## src/snes_loader_macros.svh

```systemverilog
/*
 * Cartridge loader constants
 * Widths, copier header offsets, header size-byte locations and fill size
 */
`ifndef SNES_LOADER_MACROS_SVH
`define SNES_LOADER_MACROS_SVH

// ========================================
// Download bus
// ========================================
`define DL_ADDR_W 25
`define DL_DATA_W 16

// ========================================
// ROM header
// ========================================
`define MASK_W 24
`define HDR_OFFSET 'h200
// Size byte locations
// RAM size byte sits two above each
`define LOROM_SIZE_ADDR 'h7FD6
`define HIROM_SIZE_ADDR 'hFFD6
`define EXHIROM_SIZE_ADDR 'h40FFD6

// ========================================
// Memory clear, cheats, audio
// ========================================
`define FILL_ADDR_W 18
`define CHEAT_W 129
`define AUDIO_W 16

`endif

```

## src/snes_loader_pkg.sv

```systemverilog
/*
 * Shared types of the cartridge loader
 * Download words, setting encodings, cartridge info, fill requests,
 * cheat records and stereo samples
 */
`include "snes_loader_macros.svh"

package snes_loader_pkg;

	localparam int CHEAT_FIELD_W = (`CHEAT_W - 1) / 4;

	typedef struct packed {
		logic                  wr;
		logic [`DL_ADDR_W-1:0] addr;
		logic [`DL_DATA_W-1:0] data;
	} dl_word_t;

	typedef enum logic [1:0] {DL_NONE, DL_CART, DL_SPC, DL_CODE} dl_kind_t;

	typedef enum logic [2:0] {HM_AUTO, HM_NOHDR, HM_LOROM, HM_HIROM, HM_EXHIROM} header_mode_t;

	// High bit doubles as the forced PAL flag
	typedef enum logic [1:0] {REG_AUTO, REG_NTSC, REG_PAL} region_sel_t;

	typedef enum logic [1:0] {FILL_9966, FILL_00FF, FILL_55, FILL_FF} fill_sel_t;

	typedef struct packed {
		logic [7:0]         rom_type;
		logic [`MASK_W-1:0] rom_mask;
		logic [`MASK_W-1:0] ram_mask;
		logic               pal;
	} cart_info_t;

	typedef struct packed {
		logic                    we;
		logic [`FILL_ADDR_W-1:0] addr;
		logic [7:0]              wram_data;
		logic [7:0]              aram_data;
	} fill_req_t;

	// Host cheat file bit layout with valid on top
	typedef struct packed {
		logic                     valid;
		logic [CHEAT_FIELD_W-1:0] flags;
		logic [CHEAT_FIELD_W-1:0] address;
		logic [CHEAT_FIELD_W-1:0] compare;
		logic [CHEAT_FIELD_W-1:0] replace;
	} cheat_code_t;

	typedef struct packed {
		logic signed [`AUDIO_W-1:0] l;
		logic signed [`AUDIO_W-1:0] r;
	} stereo_t;

endpackage

```

## src/audio_sat_mixer.sv

```systemverilog
/*
 * Stereo audio mixer
 * Adds main and streamed-track audio per channel, clamps to 16 bits signed,
 * one cycle of latency
 */
`timescale 1ns/1ps
`include "snes_loader_macros.svh"

module audio_sat_mixer (
	input  logic                     clk_sys,
	input  logic                     RESET,
	input  snes_loader_pkg::stereo_t main_audio,
	input  snes_loader_pkg::stereo_t track_audio,
	output snes_loader_pkg::stereo_t mixed
);
	logic signed [`AUDIO_W:0] sum_l;
	logic signed [`AUDIO_W:0] sum_r;

	// Top two bits differ only on overflow
	function automatic logic [`AUDIO_W-1:0] sat(input logic [`AUDIO_W:0] s);
		if (s[`AUDIO_W] ^ s[`AUDIO_W-1])
			sat = {s[`AUDIO_W], {(`AUDIO_W-1){~s[`AUDIO_W]}}};
		else
			sat = s[`AUDIO_W-1:0];
	endfunction

	assign sum_l = (`AUDIO_W+1)'(main_audio.l) + (`AUDIO_W+1)'(track_audio.l);
	assign sum_r = (`AUDIO_W+1)'(main_audio.r) + (`AUDIO_W+1)'(track_audio.r);

	always_ff @(posedge clk_sys) begin
		if (RESET) begin
			mixed <= '0;
		end else begin
			mixed.l <= sat(sum_l);
			mixed.r <= sat(sum_r);
		end
	end

endmodule

```

## src/cheat_code_assembler.sv

```systemverilog
/*
 * Cheat code assembler
 * Collects eight 16-bit code download words into one cheat record
 * and strobes valid once the last word is in
 */
`timescale 1ns/1ps

module cheat_code_assembler (
	input  logic                         clk_sys,
	input  logic                         RESET,
	input  logic                         code_wr,
	input  snes_loader_pkg::dl_word_t    dl,
	output snes_loader_pkg::cheat_code_t cheat
);
	logic        valid_q;
	logic [31:0] flags_q;
	logic [31:0] addr_q;
	logic [31:0] cmp_q;
	logic [31:0] repl_q;

	always_ff @(posedge clk_sys) begin
		if (RESET)
			valid_q <= 1'b0;
		else
			valid_q <= code_wr && dl.addr[3:0] == 4'd14;
	end

	// Low half word first, then high half
	always_ff @(posedge clk_sys) begin
		if (code_wr) begin
			case (dl.addr[3:0])
				4'd0:    flags_q[15:0]  <= dl.data;
				4'd2:    flags_q[31:16] <= dl.data;
				4'd4:    addr_q[15:0]   <= dl.data;
				4'd6:    addr_q[31:16]  <= dl.data;
				4'd8:    cmp_q[15:0]    <= dl.data;
				4'd10:   cmp_q[31:16]   <= dl.data;
				4'd12:   repl_q[15:0]   <= dl.data;
				4'd14:   repl_q[31:16]  <= dl.data;
				default: ;
			endcase
		end
	end

	assign cheat = '{valid: valid_q, flags: flags_q, address: addr_q,
		compare: cmp_q, replace: repl_q};

	assert property (@(posedge clk_sys) disable iff (RESET) cheat.valid |=> !cheat.valid);

endmodule

```

## src/ram_clear_fill.sv

```systemverilog
/*
 * Work memory clear
 * Starts on a new cartridge download and walks the whole fill range,
 * one write every other cycle, with selectable WRAM and ARAM patterns
 */
`timescale 1ns/1ps
`include "snes_loader_macros.svh"

module ram_clear_fill (
	input  logic                       clk_sys,
	input  logic                       RESET,
	input  logic                       cart_active,
	input  snes_loader_pkg::fill_sel_t wram_fill_sel,
	input  snes_loader_pkg::fill_sel_t aram_fill_sel,
	output snes_loader_pkg::fill_req_t fill,
	output logic                       clearing
);
	import snes_loader_pkg::*;

	logic                    cart_d;
	logic                    fill_wait;
	logic [`FILL_ADDR_W-1:0] fill_addr;
	logic                    start;
	logic                    fill_we;

	// Power-on patterns of the different console revisions
	function automatic logic [7:0] fill_byte(input fill_sel_t sel,
		input logic [`FILL_ADDR_W-1:0] a);
		case (sel)
			FILL_9966: fill_byte = (a[8] ^ a[2]) ? 8'h66 : 8'h99;
			FILL_00FF: fill_byte = (a[9] ^ a[0]) ? 8'hFF : 8'h00;
			FILL_55:   fill_byte = 8'h55;
			FILL_FF:   fill_byte = 8'hFF;
		endcase
	endfunction

	assign start   = cart_active & ~cart_d;
	assign fill_we = clearing & ~fill_wait;

	always_ff @(posedge clk_sys) begin
		if (RESET) begin
			cart_d    <= 1'b0;
			clearing  <= 1'b0;
			fill_wait <= 1'b0;
			fill_addr <= '0;
		end else begin
			cart_d <= cart_active;
			if (clearing) begin
				fill_wait <= ~fill_wait;
				if (fill_wait)
					fill_addr <= fill_addr + 1'b1;
				// Done with the write to the top address
				if (fill_we && &fill_addr)
					clearing <= 1'b0;
			end else begin
				fill_wait <= 1'b0;
				fill_addr <= '0;
			end
			if (start)
				clearing <= 1'b1;
		end
	end

	always_comb begin
		fill.we        = fill_we;
		fill.addr      = fill_addr;
		fill.wram_data = fill_byte(wram_fill_sel, fill_addr);
		fill.aram_data = fill_byte(aram_fill_sel, fill_addr);
	end

	assert property (@(posedge clk_sys) disable iff (RESET) fill.we |=> !fill.we);

endmodule

```

## src/rom_header_detect.sv

```systemverilog
/*
 * ROM header detection
 * Watches the cartridge download and derives ROM type, ROM and RAM
 * address masks and the video region
 */
`timescale 1ns/1ps
`include "snes_loader_macros.svh"

module rom_header_detect (
	input  logic                         clk_sys,
	input  logic                         RESET,
	input  logic                         cart_active,
	input  snes_loader_pkg::dl_word_t    dl,
	input  snes_loader_pkg::header_mode_t header_mode,
	input  snes_loader_pkg::region_sel_t region_sel,
	output snes_loader_pkg::cart_info_t  cart_info
);
	import snes_loader_pkg::*;

	logic [3:0]            rom_size;
	logic [3:0]            ram_size;
	logic                  rom_region;
	logic                  forced_mode;
	logic [`DL_ADDR_W-1:0] size_addr;

	// Size byte location for the forced header modes
	always_comb begin
		forced_mode = 1'b1;
		size_addr = '0;
		case (header_mode)
			HM_LOROM:   size_addr = `DL_ADDR_W'(`LOROM_SIZE_ADDR + `HDR_OFFSET);
			HM_HIROM:   size_addr = `DL_ADDR_W'(`HIROM_SIZE_ADDR + `HDR_OFFSET);
			HM_EXHIROM: size_addr = `DL_ADDR_W'(`EXHIROM_SIZE_ADDR + `HDR_OFFSET);
			default:    forced_mode = 1'b0;
		endcase
	end

	always_ff @(posedge clk_sys) begin
		if (RESET) begin
			rom_size   <= '0;
			ram_size   <= '0;
			rom_region <= 1'b0;
			cart_info  <= '0;
		end else if (cart_active) begin
			if (dl.wr) begin
				// Word 0 carries the loader's size byte and mapper type
				if (dl.addr == '0) begin
					rom_size <= 4'hC;
					ram_size <= 4'h0;
					if (header_mode == HM_AUTO && dl.data[7:0] != 8'h00)
						{ram_size, rom_size} <= dl.data[7:0];
					case (header_mode)
						HM_NOHDR, HM_LOROM: cart_info.rom_type <= 8'd0;
						HM_HIROM:           cart_info.rom_type <= 8'd1;
						HM_EXHIROM:         cart_info.rom_type <= 8'd2;
						default:            cart_info.rom_type <= dl.data[15:8];
					endcase
				end

				if (dl.addr == `DL_ADDR_W'(2))
					rom_region <= dl.data[8];

				if (forced_mode && dl.addr == size_addr)
					rom_size <= dl.data[11:8];
				if (forced_mode && dl.addr == size_addr + 2'd2)
					ram_size <= dl.data[3:0];

				// Masks use the sizes held before this write
				cart_info.rom_mask <= (`MASK_W'(1024) << rom_size) - 1'b1;
				cart_info.ram_mask <= (ram_size != 4'h0) ?
					(`MASK_W'(1024) << ram_size) - 1'b1 : '0;
			end
		end else begin
			cart_info.pal <= (region_sel == REG_AUTO) ? rom_region : region_sel[1];
		end
	end

	// RAM mask always a contiguous low run of ones
	assert property (@(posedge clk_sys) disable iff (RESET)
		((cart_info.ram_mask + 1'b1) & cart_info.ram_mask) == '0);

endmodule

```

## src/snes_loader_top.sv

```systemverilog
/*
 * Cartridge loader and audio glue
 * Decodes the host download index, holds the core during download and
 * memory clear, and ties header detect, clear, cheats and mixer together
 */
`timescale 1ns/1ps

module snes_loader_top (
	input  logic                          clk_sys,
	input  logic                          RESET,
	input  snes_loader_pkg::dl_word_t     dl,
	input  logic                          dl_active,
	input  logic [7:0]                    dl_index,
	input  snes_loader_pkg::header_mode_t header_mode,
	input  snes_loader_pkg::region_sel_t  region_sel,
	input  snes_loader_pkg::fill_sel_t    wram_fill_sel,
	input  snes_loader_pkg::fill_sel_t    aram_fill_sel,
	input  snes_loader_pkg::stereo_t      main_audio,
	input  snes_loader_pkg::stereo_t      track_audio,
	output snes_loader_pkg::cart_info_t   cart_info,
	output snes_loader_pkg::fill_req_t    fill,
	output logic                          clearing,
	output logic                          core_hold,
	output snes_loader_pkg::cheat_code_t  cheat,
	output snes_loader_pkg::stereo_t      mixed
);
	import snes_loader_pkg::*;

	dl_kind_t dl_kind;
	logic     cart_active;
	logic     code_wr;

	// ========================================
	// Download index decode
	// ========================================
	always_comb begin
		if (&dl_index)
			dl_kind = DL_CODE;
		else if (dl_index[5:0] == 6'd0)
			dl_kind = DL_CART;
		else if (dl_index[5:0] == 6'd1)
			dl_kind = DL_SPC;
		else
			dl_kind = DL_NONE;
	end

	assign cart_active = dl_active && dl_kind == DL_CART;
	assign code_wr     = dl_active && dl_kind == DL_CODE && dl.wr;

	// Core stays in reset while the cartridge loads and memory clears
	assign core_hold = RESET | cart_active | clearing;

	// ========================================
	// Blocks
	// ========================================
	rom_header_detect u_rom_header_detect (
		.clk_sys(clk_sys), .RESET(RESET), .cart_active(cart_active), .dl(dl),
		.header_mode(header_mode), .region_sel(region_sel), .cart_info(cart_info)
	);

	ram_clear_fill u_ram_clear_fill (
		.clk_sys(clk_sys), .RESET(RESET), .cart_active(cart_active),
		.wram_fill_sel(wram_fill_sel), .aram_fill_sel(aram_fill_sel),
		.fill(fill), .clearing(clearing)
	);

	cheat_code_assembler u_cheat_code_assembler (
		.clk_sys(clk_sys), .RESET(RESET), .code_wr(code_wr), .dl(dl), .cheat(cheat)
	);

	audio_sat_mixer u_audio_sat_mixer (
		.clk_sys(clk_sys), .RESET(RESET), .main_audio(main_audio),
		.track_audio(track_audio), .mixed(mixed)
	);

endmodule

```

## config.mk

```make
export PLATFORM = sky130hd
export DESIGN_NAME = snes_loader_top
export DESIGN_NICKNAME = d
export VERILOG_FILES = /design/src/snes_loader_pkg.sv /design/src/audio_sat_mixer.sv /design/src/cheat_code_assembler.sv /design/src/ram_clear_fill.sv /design/src/rom_header_detect.sv /design/src/snes_loader_top.sv
export VERILOG_INCLUDE_DIRS = /design/src
export SDC_FILE = /design/constraint.sdc
export NUM_CORES = 1
export LEC_CHECK = 0
export BUFFER_PORTS_ARGS = -buffer_cell sky130_fd_sc_hd__buf_2
export CAP_MARGIN = 20
export CORE_MARGIN = 5
export CORE_UTILIZATION = 53
export CTS_BUF_LIST = sky130_fd_sc_hd__clkbuf_4
export DETAILED_ROUTE_END_ITERATION = 8
export GPL_ROUTABILITY_DRIVEN = 1
export PLACE_DENSITY = 0.95
export SYNTH_ARGS = -nofsm -noshare
export SYNTH_HDL_FRONTEND = slang
export SYNTH_SLANG_ARGS = --single-unit
```

## constraint.sdc

```tcl
create_clock -name clk_sys -period 3.9 [get_ports clk_sys]
set_input_delay 0.195 -clock clk_sys [delete_from_list [all_inputs] [get_ports clk_sys]]
set_output_delay 0.195 -clock clk_sys [all_outputs]
set_load 0.1 [all_outputs]
```

==> metrics.md, run 1 <==
| Metric | Value |
|---|---|
| Status | complete, no violations |
| CP Class | in -> reg |
| P per Cell Area | 439 nW/um2 |
| Overall die area | 22000 um2 |
| Endpoints failing setup | 0 |
| Most used cell, CP | dlygate4sd3_1 |
| CP Launch Type | primary input |
| Post-DRT Antenna Nets | 0 |
| Number of global-route vias before repair | 8692 |
| Synth top area cells | edfxtp_1 (38%), dfxtp_1 (20%), ha_1 (4.3%) |
| # rows | 50 |
| Min Clock Period, post-route | 3.05 ns |
| FILL cells | 1302 |
| Footprint of the multi-input gates | 3810 um2 |
| Fmax | 328 MHz |
| Worst path buffer plus inverter count | 4 |
| Slew @ Worst Pin | 1.10 ns |
| Setup repair after global routing missed its margin | no |
| Final #Nets | 1495 |
| Initial core utilization | 0.540 |
| IO Pins | 381 |
| CP required | 4.43 ns |
| Slew HR | 0.267 |
| DRC violations left | 0 |
| Core footprint | 18800 um2 |
| Num CTS Buffers | 56 |
| YS warnings | 0 |
| DR iter-0 viols | 632 |
| CTS tree | done |
| Worst path slowest cell | dlygate4sd3_1 |
| Synthesized net count | 1080 |
| Post-synth EDFFs | 128 |
| Die height | 148 um |
| Clk_skew | 0.0201 ns |
| Top_reg_cell synth | edfxtp_1 |
| WL/cell | 18.9 um |
| Final worst-path cycle share | 0.782 |
| Post-Syn Area | 10100 um2 |
| Synth top area share | 0.379 |
| FF+latch area | 5890 um2 |
| P_leak | 5.58 nW |
| Worst-path fanout max | 7 |
| CTS max path bufs | 3 |
| Yosys reg bits | 230 |
| Pre-CTS setup slack | 1.06 ns |
| First-pass GRT wire length | 46500 um |
| H-tree Lvls | 2 |
| FFs w/ async S/R, synth | 0 |
| Largest net degree at the start of global routing | 72 |
| Drt pass-1 iters | 5 |
| Sequential share of the synthesized area | 0.581 |
| MaxCap Viol Count | 0 |
| Mean Syn Cell Area | 11.0 um2 |
| Slowest stage delay, CP | 0.83 ns |
| Worst IR Drop VDD | 274 uV |
| Pins Over Slew Limit | 0 |
| CTS Root Buffer Type | clkbuf_4 |
| Worst skew pair latency | 0.63 ns |
| Crit-path leading delay family | buffers and inverters |
| Via/cell ratio | 5.50 |
| Post-synthesis cell type count | 73 |
| Fraction of layout cells with a size suffix above 1 | 0.368 |
| Clock sink count | 230 |
| Total Routing Usage GR | 0.265 |
| Worst setup EP type | register |
| Synth area leader | edfxtp_1 |
| Placer congestion estimate | 0.970 |
| Final Worst Setup Slack | 0.849 ns |
| Hold Path Class | in -> reg |
| Arr. time, crit path | 3.58 ns |
| Initial antenna violation count | 2 |
| Final hold violations | 0 |
| Gr ovfl total | 0 |
| Clock Pin Slew Worst Setup and Hold Paths | 0.08 ns |
| Via count | 8865 |
| DIE WIDTH | 148 um |
| Final HPWL from detailed placement | 21600 um |
| Total Wirelength | 30500 um |
| I/O Buffers | 380 |
| Area growth syn-to-layout | 29.6% |
| Worst-path cell chain | dlygate4sd3_1 > buf_2 > nor2_1 > nand4_2 > or3_4 > nor3_4 > dlygate4sd3_1 > mux2i_1 > dlygate4sd3_1 > nor2_1 |
| Fin Setup TNS | 0 ns |
| Mapped Cells | 917 |
-- worst min-delay path: stages --
cell and delay (ns):
buf_2 0.10, ha_1 0.14, o21ai_0 0.08, a21oi_1 0.13
-- cells by family after synthesis --
family	after synthesis	share of synthesized area
simple gates	293	0.145
flops	230	0.581
compound gates	213	0.133
buf+inv	89	0.0443
xor+xnor	45	0.0389
fa+ha+maj	38	0.0482
mux	9	0.00914
-- area by class of cell --
cell class	instances	area share
tap	234	0.0223
multi-input combinational	598	0.290
clock inverter	19	0.00829
sequential	230	0.448
clock buffer	83	0.0475
timing repair buffer	424	0.176
inverter	22	0.00629
antenna	3	0.000572
-- placed cells by master, fill, tap and decap left out, drive strengths merged, types with 5 or more instances in the layout --
cell type    count
nor4             8
clkbuf          83
nor2           106
dlygate4sd3     33
nand2           54
a221oi           7
o21ai           42
dfxtp          102
clkinv          18
xnor2           25
o21a             8
a21o             7
mux2i            7
nor2b           12
o211ai           6
inv             22
a21oi           81
and3             5
nand3           24
buf            391
nand2b          11
edfxtp         128
a211oi          25
nor3            30
o31ai            6
nand4           12
xor2            20
nand3b           7
or3              6
ha              35
-- synthesized netlist by cell type, types with 4 or more instances --
cell type	n
a31oi_1	4
or3_1	5
o21a_1	8
nand2b_1	11
and3_1	5
a221oi_1	6
nand2_1	54
a21oi_1	80
buf_2	5
a21o_1	6
o31ai_1	6
nand4_1	11
nand3b_1	7
o211ai_1	6
xnor2_1	25
xor2_1	20
mux2i_1	7
nor2b_1	12
inv_1	22
o21ai_0	39
clkbuf_1	32
nor3_1	27
a211oi_1	22
ha_1	35
nor2_1	105
nor4_1	4
dfxtp_1	102
edfxtp_1	128
buf_4	29
nand3_1	24
-- registers in the layout (all words and copies together), names as in the netlist --
register and flops:
u_cheat_code_assembler.repl_q 32, u_cheat_code_assembler.addr_q 32, u_rom_header_detect.ram_size 4, u_ram_clear_fill.clearing 1
u_rom_header_detect.cart_info 39, u_cheat_code_assembler.flags_q 32, u_audio_sat_mixer.mixed 32, u_ram_clear_fill.cart_d 1
u_ram_clear_fill.fill_addr 18, u_rom_header_detect.rom_size 4, u_rom_header_detect.rom_region 1, u_cheat_code_assembler.cmp_q 32
u_cheat_code_assembler.valid_q 1, u_ram_clear_fill.fill_wait 1
-- repair_timing --
item,CTS,global route
hold endpoints to repair,144,0
gates resized for setup,0,0
buffers inserted,0,0
hold buffers,33,0
-- report_power, final --
group	total, mW	switching [mW]	leakage [nW]	internal (mW)
clock	1.99	0.944	0.438	1.05
sequential	2.63	0.0203	1.98	2.61
combinational	1.14	0.860	3.16	0.282
-- through the flow --
step           hold slack [ns]  power [mW]  area [um2]  cells  utilization
3_5_place_dp             0.427        3.78       12100   1475        0.642
2_1_floorplan            0.294        3.53       10100    917            -
6_report                0.0682        5.76       13100   1613        0.699
5_1_grt                 0.0109        6.01       13100   1611        0.699
3_3_place_gp             0.425        3.77       12100   1475        0.642
4_1_cts                0.00277        5.80       13100   1610        0.699
-- per-layer routing --
| layer | global-route usage | share of wire | up-vias |
|---|---|---|---|
| li1 | - | - | 4188 |
| met1 | 0.316 | 0.38 | 4057 |
| met2 | 0.471 | 0.49 | 559 |
| met3 | 0.0704 | 0.11 | 61 |
| met4 | 0.0808 | 0.026 | 0 |
| met5 | 0 | 0 | - |
-- worst paths after layout --
kind / startpoint / to / slack, ns / cells after the start
worst max-delay path: dl_index[1] / u_rom_header_detect.cart_info[50] / 0.85 / 10
worst min-delay path: main_audio[0] / u_audio_sat_mixer.mixed[0] / 0.07 / 4
worst max register to register: u_rom_header_detect.rom_size[0] / u_rom_header_detect.cart_info[45] / 1.68 / 6
worst min register to register: u_ram_clear_fill.cart_d / u_ram_clear_fill.clearing / 0.43 / 1
No activity file was read; power rests on OpenSTA's default activity.
==> run 2, diff against run 1 <==
- CORE_UTILIZATION: 53 -> 46
- PLACE_DENSITY: 0.95 -> 0.9
- clock period: 3.9 -> 2.7 ns (I/O delays scaled with it)
==> metrics.md, run 2 (synthesis gave the netlist of run 1 again) <==
| Metric | Value |
|---|---|
| Status | finished with violations |
| Failing checks | setup timing |
| Footprint of the multi-input gates | 3890 um2 |
| Commonest non-fill, non-tap cell in the layout | buf_2 |
| Reg-to-reg slack, setup | 0.53 ns |
| Placer congestion estimate | 0.940 |
| Total Routing Usage GR | 0.233 |
| Worst IR Drop VDD | 341 uV |
| Slew HR | 0.531 |
| Final hold violations | 0 |
| DIE WIDTH | 158 um |
| P_leak | 5.80 nW |
| Area growth syn-to-layout | 34.9% |
| Slew @ Worst Pin | 0.703 ns |
| Final Worst Setup Slack | -0.0487 ns |
| Layer with the highest usage | met2 |
| Clock sink count | 230 |
| Met2 track demand over resource | 0.414 |
| Antenna cells | 0 |
| Arr. time, crit path | 3.27 ns |
| Min Clock Period, post-route | 2.75 ns |
| Core footprint | 21800 um2 |
| First-pass GRT wire length | 46500 um |
| Gr ovfl total | 0 |
| Endpoints failing setup | 1 |
| WL/cell | 18.2 um |
| Drt pass-1 iters | 4 |
| MaxCap Viol Count | 0 |
| CP required | 3.23 ns |
| Final Cell Area | 13700 um2 |
| Total Power | 8.39 mW |
| FF-to-FF End | u_rom_header_detect.cart_info[45] |
| Clk_skew | 0.0389 ns |
| CTS tree | done |
| H-tree Lvls | 2 |
| Final Util | 0.628 |
| Final hold slack | 0.0740 ns |
| # rows | 54 |
| Critical path launch point | track_audio[16] |
| Worst skew pair latency | 0.65 ns |
| Worst setup path end | u_audio_sat_mixer.mixed[31] |
| Final HPWL from detailed placement | 21900 um |
| Fin Setup TNS | -0.0487 ns |
| Placed insts | 1540 |
| Worst-path fanout max | 3 |
| Number of global-route vias before repair | 8911 |
| Commonest non-fill, non-tap cells in the layout | buf_2 (380), edfxtp_1 (128), nor2_1 (104) |
| Final worst-path cycle share | 1.02 |
| Initial core utilization | 0.466 |
| DRC violations left | 0 |
| Met3 usage | 0.0669 |
| FF+latch area | 5890 um2 |
| Hold Path Class | in -> reg |
| Reg with most FFs | u_rom_header_detect.cart_info |
| Final #Nets | 1541 |
| Via/cell ratio | 5.35 |
| Largest register FFs | 39 |
| Pre-CTS setup slack | 0.0733 ns |
| Largest net degree at the start of global routing | 56 |
| Total Wirelength | 31000 um |
| GR Layer Usage met1 | 0.272 |
| Post-Place Cell Area | 12300 um2 |
| P per Cell Area | 614 nW/um2 |
| I/O Buffers | 380 |
| Final Non-Filler Cells | 1703 |
| FF-to-FF Start | u_rom_header_detect.rom_size[0] |
| DR iter-0 viols | 498 |
| Pins Over Slew Limit | 0 |
| Overall die area | 25100 um2 |
| R2r worst-path depth | 6 |
| CP Launch Type | primary input |
| Clock Pin Slew Worst Setup and Hold Paths | 0.07 ns |
| CP Class | in -> reg |
| Die height | 158 um |
| Fraction of layout cells with a size suffix above 1 | 0.382 |
| Fmax | 364 MHz |
| CTS max path bufs | 3 |
| CTS Root Buffer Type | clkbuf_4 |
| Via count | 9110 |
| Initial antenna violation count | 0 |
| FILL cells | 1672 |
| IO Pins | 381 |
| Post-DRT Antenna Nets | 0 |
| Worst setup EP type | register |
| Num CTS Buffers | 56 |
-- run 2: cell count changes in the layout (fill, tap and decap cells not counted), sizes merged --
cell / previous run / this run
dlygate4sd3: 33 / 59
clkinvlp: 0 / 1
clkbuf: 83 / 84
bufinv: 1 / 0
buf: 391 / 411
diode: 3 / 0
-- run 2: what timing repair did --
action | 4_1_cts | 5_1_grt
hold buffers | 59 | 0
resized for setup | 0 | 6
setup buffers | 0 | 1
hold endpoints to repair | 167 | 0
setup endpoints to repair | 0 | 2
-- run 2: cell type report --
cell class                      count  share of cell area
Clock buffer                       84              0.0462
Multi-Input combinational cell    598               0.285
Clock inverter                     19             0.00632
Timing Repair Buffer              470               0.200
Inverter                           22             0.00605
Sequential cell                   230               0.431
Tap cell                          280              0.0256
-- run 2: where the power goes --
part           switching, mW  internal [mW]
Clock                   1.43           1.43
Sequential            0.0246           3.77
Combinational           1.27          0.469
Total                   2.72           5.67
-- run 2: routing by layer --
metal | routed length [um] | part of all wire | vias to the layer above
met5 | 0 | 0 | -
met4 | 841 | 0.027 | 0
met3 | 3470 | 0.11 | 78
met2 | 15300 | 0.49 | 554
met1 | 11300 | 0.37 | 4195
li1 | - | - | 4283
-- run 2: worst max-delay path, cell delays in order --
cell and delay [ns]:
dlygate4sd3_1 0.52, buf_2 0.09, ha_1 0.19, inv_1 0.07, fa_1 0.41, nor2b_2 0.18
o31ai_2 0.09, a211oi_2 0.24, o21a_1 0.16, dlygate4sd3_1 0.56, a311oi_1 0.05, dlygate4sd3_1 0.57
-- run 2: worst min-delay path by stage --
stage	startpoint	end	slack [ns]	cells past startpoint
floorplan	dl[0]	u_cheat_code_assembler.addr_q[0]	0.23	0
global placement	u_ram_clear_fill.cart_d	u_ram_clear_fill.clearing	0.42	1
detailed placement	u_ram_clear_fill.cart_d	u_ram_clear_fill.clearing	0.43	1
CTS	main_audio[18]	u_audio_sat_mixer.mixed[18]	0.0008	5
global route	main_audio[22]	u_audio_sat_mixer.mixed[22]	0.04	5
finish	main_audio[18]	u_audio_sat_mixer.mixed[18]	0.07	5
==> run 3, diff against run 2 <==
- ABC_CLOCK_PERIOD_IN_PS: default -> 2700
- CORE_ASPECT_RATIO: default -> 0.5
- MAX_ROUTING_LAYER: default -> met4
==> metrics.md, run 3 (synthesis gave the netlist of run 1 again) <==
| Metric | Value |
|---|---|
| Initial core utilization | 0.467 |
| Total Wirelength | 30900 um |
| CP Launch Type | primary input |
| FILL cells | 1694 |
| Gr ovfl total | 0 |
| Pins Over Slew Limit | 0 |
| Final HPWL from detailed placement | 22600 um |
| Final worst-path cycle share | 0.932 |
| # rows | 38 |
| Most used cell, CP | dlygate4sd3_1 |
| Final Non-Filler Cells | 1684 |
| Max layer used | met4 |
| Final hold violations | 0 |
| Placer congestion estimate | 0.905 |
| Arr. time, crit path | 3.09 ns |
| Largest net degree at the start of global routing | 58 |
| MaxCap Viol Count | 0 |
| Hold Path Class | in -> reg |
| Endpoints failing setup | 0 |
| First-pass GRT wire length | 46700 um |
| Footprint of the multi-input gates | 3880 um2 |
| IO Pins | 381 |
| Reg with most FFs | u_rom_header_detect.cart_info |
| Placed insts | 1549 |
| Worst-path fanout max | 4 |
| Fraction of layout cells with a size suffix above 1 | 0.374 |
| Worst path slowest cell | dlygate4sd3_1 |
| Core footprint | 21700 um2 |
| Routed met3 length | 1910 um |
| Status | complete, no violations |
| Worst setup EP type | register |
| Worst IR Drop VDD | 376 uV |
| FF+latch area | 5890 um2 |
| Clock sink count | 230 |
| Fmax | 397 MHz |
| P per Cell Area | 605 nW/um2 |
| Largest register FFs | 39 |
| Drt pass-1 iters | 5 |
| Fin Setup TNS | 0 ns |
| CTS max path bufs | 3 |
| Via count | 8972 |
| Worst-path cell chain | dlygate4sd3_1 > buf_2 > ha_1 > inv_1 > fa_1 > nor2b_1 > o31ai_1 > a211oi_1 > o21a_1 > dlygate4sd3_1 > a311oi_1 |
| Slew @ Worst Pin | 0.719 ns |
| Overall die area | 25300 um2 |
| Crit-path leading delay family | buffers and inverters |
| Worst skew pair latency | 0.67 ns |
| CP required | 3.27 ns |
| Slowest stage delay, CP | 0.55 ns |
| Final Cell Area | 13400 um2 |
| Clock Pin Slew Worst Setup and Hold Paths | 0.06 ns |
| H-tree Lvls | 2 |
| Initial antenna violation count | 1 |
| CP Class | in -> reg |
| WL/cell | 18.4 um |
| Min Clock Period, post-route | 2.52 ns |
| DRC violations left | 0 |
| Via/cell ratio | 5.33 |
| Post-Place Cell Area | 12300 um2 |
| Slew HR | 0.521 |
| Met2 wire len | 15500 um |
| Number of global-route vias before repair | 8741 |
| Num CTS Buffers | 52 |
| Commonest non-fill, non-tap cell in the layout | buf_2 |
| Setup repair after global routing missed its margin | no |
| DR iter-0 viols | 897 |
| Die height | 115 um |
| Post-DRT Antenna Nets | 0 |
| CTS tree | done |
| DIE WIDTH | 220 um |
| I/O Buffers | 380 |
| Total Routing Usage GR | 0.239 |
| Area growth syn-to-layout | 32.0% |
| Worst path buffer plus inverter count | 4 |
| P_leak | 5.64 nW |
| WL met1 | 12700 um |
| Clk_skew | 0.0547 ns |
| CTS Root Buffer Type | clkbuf_4 |
| Commonest non-fill, non-tap cells in the layout | buf_2 (380), edfxtp_1 (128), nor2_1 (103) |
| Final #Nets | 1515 |
| Final hold slack | 0.0641 ns |
## run 3: cell count changes in the layout (fill, tap and decap cells not counted), moves of 2 or more
cell           change
a211oi_1           +2
a211oi_2           -2
buf_4             -12
clkbuf_4           -9
clkinv_1           -7
clkinv_2           -2
dlygate4sd3_1     -10
## run 3: worst reg2reg max path: cells and delay by family (launching register included)
| family | cells | cell delay [ns] |
|---|---|---|
| adder cells (fa/ha/maj) | 1 | 0.30 |
| AND/OR/NAND/NOR | 2 | 0.64 |
| flip-flops | 1 | 0.42 |
| AO/OA/AOI/OAI | 3 | 0.66 |
## run 3: where the power goes
group          total, mW  leakage, nW  internal, mW  switching, mW
Combinational       1.72         3.29         0.438           1.28
Clock               2.58        0.369          1.27           1.32
Sequential          3.79         1.98          3.77         0.0218
Total               8.09         5.64          5.48           2.62
## run 3: path summary, 6_finish.rpt
check / start / end / slack, ns / depth (start not counted)
max reg2reg: u_rom_header_detect.rom_size[1] / u_rom_header_detect.cart_info[45] / 0.59 / 6
max: track_audio[16] / u_audio_sat_mixer.mixed[31] / 0.18 / 11
min reg2reg: u_ram_clear_fill.cart_d / u_ram_clear_fill.clearing / 0.42 / 1
min: main_audio[21] / u_audio_sat_mixer.mixed[21] / 0.06 / 5
## run 3: stage by stage
step / util / total power, mW / setup WS (ns)
after global placement: 0.566 / 5.48 / 0.209
after floorplan: - / 5.11 / 0.0186
after detailed placement: 0.566 / 5.51 / 0.0883
final: 0.617 / 8.09 / 0.184
after global routing: 0.617 / 8.47 / 0.0464
after CTS: 0.617 / 8.15 / 0.159
## run 3: final cells by class
class                           count  area share
Antenna cell                        1    0.000187
Sequential cell                   230       0.440
Clock inverter                     10     0.00374
Inverter                           22     0.00617
Tap cell                          300      0.0281
Timing Repair Buffer              448       0.190
Multi-Input combinational cell    598       0.290
Clock buffer                       75      0.0421
## run 3: layer usage
| metal | vias to the layer above | GRT usage |
|---|---|---|
| met5 | - | - |
| met4 | 0 | 0.0798 |
| met3 | 64 | 0.0387 |
| met2 | 394 | 0.405 |
| met1 | 4282 | 0.297 |
| li1 | 4232 | - |
## run 3: repair_timing
action,CTS,global route
setup endpoints to repair,0,15
gates resized for setup,0,1
setup buffers,0,0
endpoints found under the hold margin,169,0
hold buffers,49,0
